**config.mk**
```make
export PLATFORM = sky130hd
export DESIGN_NAME = eeprom_serial_master
export DESIGN_NICKNAME = d
export VERILOG_FILES = /design/src/eeprom_pkg.sv /design/src/eeprom_serial_master.sv
export SDC_FILE = /design/constraint.sdc
export NUM_CORES = 1
export LEC_CHECK = 0
export ABC_AREA = 1
export BUFFER_PORTS_ARGS = -buffer_cell sky130_fd_sc_hd__clkbuf_2
export CORE_MARGIN = 3
export CORE_UTILIZATION = 54
export CTS_CLUSTER_DIAMETER = 150
export DETAILED_ROUTE_END_ITERATION = 10
export PLACE_DENSITY = 0.79
export SETUP_SLACK_MARGIN = 0.5
export SLEW_MARGIN = 20
export SYNTH_ARGS = -nofsm -noshare
export SYNTH_HDL_FRONTEND = slang
export SYNTH_SLANG_ARGS = --single-unit
```
**constraint.sdc**
```tcl
create_clock -name CLK -period 2.04 [get_ports CLK]
set_input_delay 0.408 -clock CLK [delete_from_list [all_inputs] [get_ports CLK]]
set_output_delay 0.408 -clock CLK [all_outputs]
set_load 0.005 [all_outputs]
```
**src/eeprom_pkg.sv**
```systemverilog
package eeprom_pkg;

    localparam int eeprom_addr_w = 11;
    localparam int num_clients = 2;
    localparam int client_idx_w = (num_clients > 1) ? $clog2(num_clients) : 1;

    // upper nibble of every control byte
    localparam logic [3:0] dev_code = 4'b1010;

    // bit positions of the one-hot main FSM in the serial master
    localparam int st_idle = 0;
    localparam int st_start = 1;     // start condition
    localparam int st_ctrl_wr = 2;
    localparam int st_addr_wr = 3;
    localparam int st_data_wr = 4;
    localparam int st_rstart = 5;    // repeated start
    localparam int st_ctrl_rd = 6;
    localparam int st_data_rd = 7;
    localparam int st_stop = 8;
    localparam int st_done = 9;
    localparam int num_states = 10;

    // one client operation, single byte
    typedef struct packed {
        logic rnw;
        logic [eeprom_addr_w-1:0] addr;
        logic [7:0] wdata;
    } eeprom_req_t;

    typedef struct packed {
        logic [7:0] rdata;
        logic nack;     // some acknowledge was missing
    } eeprom_rsp_t;

    // first byte after a start condition
    typedef struct packed {
        logic [3:0] dev;
        logic [2:0] block;   // address bits 10..8
        logic rnw;
    } eeprom_ctrl_t;

    typedef union packed {
        logic [7:0] raw;         // data or low address byte
        eeprom_ctrl_t ctrl;
    } eeprom_byte_u;

endpackage

```
**src/eeprom_serial_master.sv**
```systemverilog
`timescale 1ns/1ns
module eeprom_serial_master (
    input  logic CLK,
    input  logic RESET,
    input  logic start,
    input  eeprom_pkg::eeprom_req_t req,
    output logic done,
    output eeprom_pkg::eeprom_rsp_t rsp,
    output logic scl,
    output logic sda_drive_low,
    input  logic sda_in
);
    import eeprom_pkg::*;

    logic [num_states-1:0] state;
    logic [1:0] qtr;          // quarter of the current bit slot
    logic [3:0] bit_cnt;      // 0..7 data bits, 8 is the ack bit
    eeprom_byte_u sh;         // shift register
    eeprom_byte_u ctrl_byte;
    logic [7:0] rdata_q;
    logic nack_q;
    logic in_start;
    logic in_stop;
    logic in_wbyte;
    logic in_rbyte;
    logic seq_run;
    logic slot_end;
    logic ack_slot;

    function automatic logic [num_states-1:0] hot(input int idx);
        hot = '0;
        hot[idx] = 1'b1;
    endfunction

    // sub-sequence selects
    assign in_start = state[st_start] | state[st_rstart];
    assign in_stop = state[st_stop];
    assign in_wbyte = state[st_ctrl_wr] | state[st_addr_wr] | state[st_data_wr]
                    | state[st_ctrl_rd];
    assign in_rbyte = state[st_data_rd];
    assign seq_run = in_start | in_stop | in_wbyte | in_rbyte;
    assign slot_end = seq_run && (qtr == 2'd3);
    assign ack_slot = (bit_cnt == 4'd8);

    // rnw only set for the control byte after the repeated start
    always_comb
    begin
        ctrl_byte.ctrl = '{dev: dev_code,
                           block: req.addr[eeprom_addr_w-1:8],
                           rnw: state[st_rstart]};
    end

    assign done = state[st_done];
    assign rsp = '{rdata: rdata_q, nack: nack_q};

    // main FSM
    always_ff @(posedge CLK)
    begin
        if (RESET)
        begin
            state <= hot(st_idle);
            qtr <= '0;
            bit_cnt <= '0;
            nack_q <= 1'b0;
        end
        else
        begin
            if (seq_run)
                qtr <= qtr + 2'd1;
            if (slot_end && (in_wbyte || in_rbyte))
                bit_cnt <= ack_slot ? 4'd0 : bit_cnt + 4'd1;

            // sda still high at the ack sample point means no slave answered
            if (slot_end && in_wbyte && ack_slot && sda_in)
                nack_q <= 1'b1;

            unique case (1'b1)
                state[st_idle]:
                    if (start)
                    begin
                        state <= hot(st_start);
                        nack_q <= 1'b0;
                    end
                state[st_start]:
                    if (slot_end)
                        state <= hot(st_ctrl_wr);
                state[st_ctrl_wr]:
                    if (slot_end && ack_slot)
                        state <= hot(st_addr_wr);
                state[st_addr_wr]:
                    if (slot_end && ack_slot)
                        state <= req.rnw ? hot(st_rstart) : hot(st_data_wr);
                state[st_data_wr]:
                    if (slot_end && ack_slot)
                        state <= hot(st_stop);
                state[st_rstart]:
                    if (slot_end)
                        state <= hot(st_ctrl_rd);
                state[st_ctrl_rd]:
                    if (slot_end && ack_slot)
                        state <= hot(st_data_rd);
                state[st_data_rd]:
                    if (slot_end && ack_slot)
                        state <= hot(st_stop);
                state[st_stop]:
                    if (slot_end)
                        state <= hot(st_done);
                state[st_done]:
                    state <= hot(st_idle);
                default:
                    state <= hot(st_idle);
            endcase
        end
    end

    // bus pins, scl low in quarters 0-1 and high in 2-3
    always_ff @(posedge CLK)
    begin
        if (RESET)
        begin
            scl <= 1'b1;
            sda_drive_low <= 1'b0;
        end
        else if (seq_run)
        begin
            case (qtr)
                2'd0:
                    scl <= 1'b0;
                2'd1:   // middle of scl low
                begin
                    if (in_start)
                        sda_drive_low <= 1'b0;
                    else if (in_stop)
                        sda_drive_low <= 1'b1;
                    else if (in_wbyte && !ack_slot)
                        sda_drive_low <= ~sh.raw[7];
                    else
                        sda_drive_low <= 1'b0;   // ack, read bits, final nack
                end
                2'd2:
                    scl <= 1'b1;
                2'd3:   // middle of scl high
                begin
                    if (in_start)
                        sda_drive_low <= 1'b1;   // start condition
                    else if (in_stop)
                        sda_drive_low <= 1'b0;   // stop condition
                end
            endcase
        end
    end

    always_ff @(posedge CLK)
    begin
        if (state[st_idle] && start)
            rdata_q <= '0;
        if (slot_end)
        begin
            if (in_start)
                sh <= ctrl_byte;
            else if ((in_wbyte || in_rbyte) && !ack_slot)
                sh.raw <= {sh.raw[6:0], sda_in};
            else if (state[st_ctrl_wr])
                sh.raw <= req.addr[7:0];
            else if (state[st_addr_wr])
                sh.raw <= req.wdata;   // unused on reads
            if (in_rbyte && ack_slot)
                rdata_q <= sh.raw;
        end
    end

endmodule

```
# Word-level counts from Yosys, hierarchy flattened
# Index checks and enable logic that the tools add are counted.
# classes
n_addsub	2
eq_ne	14
n_mux	29
bitwise	8
reduce_logical	20
# ops
cell	count
$mux 10	9
$pmux 10 s9	1
$mux 8	6
$ne 2x1->1 const B	8
$logic_and 1x1->1	10
$reduce_and 9->1	1
$mux 1	8
$mux 4	2
$or 1x1->1	7
$mux 6	1
$add 4x1->4 const B	1
$eq 2x2->1 const B	2
$eq 4x4->1 const B	1
$pmux 1 s2	2
$reduce_and 2->1	2
$reduce_bool 2->1	2
$reduce_bool 4->1	1
$ne 3x3->1 const B	1
$reduce_and 3->1	1
$add 2x1->2 const B	1
$eq 2x1->1 const B	1
$logic_not 2->1	1
$ne 2x2->1 const B	1
$logic_not 1->1	1
other kinds (2)	2
# totals
regBits	35
out_inout_bits	12
wordCells	83

# Longest topological paths before layout
# depth
ltp_word	12
mapped_depth	11

# Least setup slack after synthesis
# OpenSTA, ideal clock, no wires.
# synth_path
path_type	reg-to-reg
start	register bit_cnt[0]
end	register sh[0] (netlist name) (enable)
setup_time_ns	0.324
arrival_ns	1.275
path_slack_ns	0.441
path_stages_with_launch	9
path_buffers	1
synth_period_minus_slack_ns	1.599
cell_sequence	dfxtp_1 inv_1 ha_1 nand3_1 nand2_1 buf_2 nand3_1 nand2_1 inv_1
# synth_between
elab_chain_len	5
# synth_rtl
item	line	source
start: declaration	eeprom_serial_master.sv:17	logic [3:0] bit_cnt;
start signal: assignment	eeprom_serial_master.sv:71	bit_cnt <= ack_slot ? 4'd0 : bit_cnt + 4'd1;
$eq 4x4->1	eeprom_serial_master.sv:43	assign ack_slot = (bit_cnt == 4'd8);
$logic_not 1->1	eeprom_serial_master.sv:161	else if ((in_wbyte || in_rbyte) && !ack_slot)
$logic_and 1x1->1	eeprom_serial_master.sv:161	
$reduce_bool 4->1 (no line)	--	
$reduce_and 2->1 (no line)	--	
end signal: assignment	eeprom_serial_master.sv:160	sh <= ctrl_byte;
end: declaration	eeprom_serial_master.sv:18	eeprom_byte_u sh;
# Every way passes these cells.
# A chain may end at the register's enable or synchronous reset.

# Worst setup path in the final report
# layout_path
start	register qtr[1]
end	register rdata_q[2]
# layout_between
elab_chain_len	3
# layout_rtl
item	line	source
start: declaration	eeprom_serial_master.sv:16	logic [1:0] qtr;
start signal: assignment	eeprom_serial_master.sv:69	qtr <= qtr + 2'd1;
$eq 2x2->1	eeprom_serial_master.sv:42	assign slot_end = seq_run && (qtr == 2'd3);
$logic_and 1x1->1	eeprom_serial_master.sv:42	
$mux 8	eeprom_serial_master.sv:157	if (slot_end)
end signal: assignment	eeprom_serial_master.sv:168	rdata_q <= sh.raw;
end: declaration	eeprom_serial_master.sv:20	logic [7:0] rdata_q;
# Every way passes these cells.

==> run summary <==
status -> finished clean
pwr/cell area -> 596.5 nW/um^2
CTS tree -> done
first-pass GRT wire length -> 5.830 mm
Rows -> 19
critical path startpoint category -> flop
Hold Path Class -> in2reg
Rel. slew slack -> 76.07%
Mapped Cells -> 216
worst-margin pin slew -> 355.2 ps
initial antenna violation count -> 0
final hold vios -> 0
die area -> 3925 sq um
Vias/cell -> 5.205
Post-Syn Nets -> 246
min Tclk post-route -> 1478 ps
total congestion overflow -> 0
CP arrival -> 1710 ps
# DRC -> 0
fin crit share -> 72.43%
largest net degree at the start of global routing -> 15
Mean Syn Cell Area -> 8.023 sq um
hold-fix buffers at CTS -> 0
Setup TNS -> 0 ps
CTS clk-pin slew, worst paths -> 110 ps
n_diodes -> 0
fillcell total -> 251
pre-CTS setup slack -> 317.4 ps
# IOs -> 36
DR iter-0 viols -> 89
placed inst area -> 1918 sq um
synth warn -> 0
Initial Util -> 59.75%
Worst Hold Slack -> 315.9 ps
die height -> 62.65 um
most common cell after layout, fill and taps aside -> nand2_1
DPL Wire Length -> 2.808 mm
vias in the first global route -> 1329
Setup WS post-layout -> 562.4 ps
Final Max Tran Viols -> 0
r2r setup slk -> 560 ps
ANT nets after route -> 0
max cap viols -> 0
endpoint class of the critical path -> flop
first-pass iteration count of the detailed router -> 4
Clk Latency, worst-skew pair -> 330 ps
Leak -> 1.003 nW
fin nets -> 284
Final setup viols -> 0
Die X -> 62.65 um
most frequent cells in the layout -> 40 x nand2_1, 35 x clkbuf_2, 23 x dfxtp_1
CTS Buffer Depth -> 2
PortBufs -> 35
H-tree depth -> 2
fmax -> 0.6768 GHz
Crit path required time -> 2270 ps
Num CTS Buffers -> 5
Crit Path Max Fanout -> 13
post-route cell area -> 2057 sq um
Area Growth Syn to Fin -> 18.70%
Root Buffer Master -> clkbuf_4
Layout Skew -> 10.55 ps
Cell Area, Synth -> 1733 sq um
share of cells above drive strength 1 -> 27.84%
Core ar. -> 2900 sq um
overall routed net length -> 3.650 mm
DR WL/cell -> 12.29 um
maximum VDD drop -> 0.4535 mV
Unique masters post-synth -> 29
Overall Global Routing Usage -> 18.50%
number of clock sinks -> 35
sequential-to-total area share from yosys stat -> 45.05%
Setup CP Type -> reg2reg
vias post-DR -> 1546
FF+latch count, synth -> 35
unrepaired setup endpoints after global routing -> false
GPL Wtd Cong -> 0.7537
==> synthesized netlist by cell type (all sizes together) <==
cell type,instances,area [sq um]
o311ai,2,17.52
clkbuf,1,3.750
a21oi,13,65.06
nand3,24,130.1
o21ai,18,93.84
inv,26,100.1
o211ai,3,22.52
xor2,1,8.760
nand4,3,18.77
ha,6,75.07
o211a,1,10.01
buf,6,53.79
nand2,46,195.2
dfxtp,27,540.5
o21bai,1,7.510
edfxtp,8,240.2
a22oi,2,15.01
a31oi,5,31.28
nor2,23,103.8
==> power by group <==
part           switching, mW  internal [mW]  leakage (nW)
sequential            0.0138          0.722         0.293
clock                  0.229          0.134        0.0326
combinational         0.0719         0.0563         0.677
total                  0.314          0.913          1.00
==> repair_timing <==
item / CTS / global route
resized for setup: 11 / 12
buffers inserted: 1 / 0
pin swaps: 1 / 1
gates cloned: 0 / 0
endpoints found under the setup margin: 26 / 28
==> sequential cells by signal, summed over array words and instances, names as in the netlist <==
register and flops:
bit_cnt 4, rdata_q 8, sh 8, qtr 2, state 10, sda_drive_low 1
nack_q 1, scl 1
==> cell type report <==
cell class	instances	area, sq um	share of cell area, %
timing repair buffer	38	201.4	9.793
clock inverter	2	11.26	0.5474
multi-input combinational	148	854.6	41.55
sequential	35	790.8	38.44
inverter	26	105.1	5.110
clock buffer	6	41.29	2.007
tap	42	52.55	2.555
==> cells by family (layout without fill, tap and decap cells) <==
kind of cell    count (synthesis)  after routing  synth area share [%]
compound gates                 45             45                 15.16
xor+xnor                        1              1                0.5055
fa+ha+maj                       6              6                 4.332
buf+inv                        33             72                 9.097
flops                          35             35                 45.05
simple gates                   96             96                 25.85
==> worst max-delay path, cell delays in order, from the launching register on <==
cell	delay, ps
dfxtp_1	400
ha_4	180
inv_2	60
nor2_4	130
nor2_4	60
nand2_4	90
nand2_4	90
inv_6	110
nand2_4	100
nand3_1	100
nand2_1	70
==> path summary, 6_finish.rpt <==
| check | from | end | depth (start not counted) |
|---|---|---|---|
| worst max-delay path | qtr[1] | rdata_q[2] | 10 |
| worst max register to register | qtr[1] | rdata_q[2] | 10 |
| worst min-delay path | RESET | state[1] | 2 |
| worst min register to register | rdata_q[6] | rdata_q[6] | 2 |
==> through the flow <==
step / cells / utilization, % / power (mW)
2_1_floorplan: 216 / - / 0.8263
3_3_place_gp: 288 / 66.13 / 0.8716
3_5_place_dp: 288 / 66.13 / 0.8741
4_1_cts: 297 / 69.76 / 1.235
5_1_grt: 297 / 70.92 / 1.290
6_report: 297 / 70.92 / 1.227
==> per-layer routing <==
| metal | part of all wire [%] | wire length, um | global-route usage (%) | vias to the layer above |
|---|---|---|---|---|
| li1 | - | - | - | 804 |
| met1 | 46 | 1684 | 24.61 | 688 |
| met2 | 46 | 1674 | 28.89 | 49 |
| met3 | 6.9 | 251 | 5.396 | 5 |
| met4 | 1.1 | 40 | 5.785 | 0 |
| met5 | 0 | 0 | 0 | - |
Power figures use the tool's default switching activity.
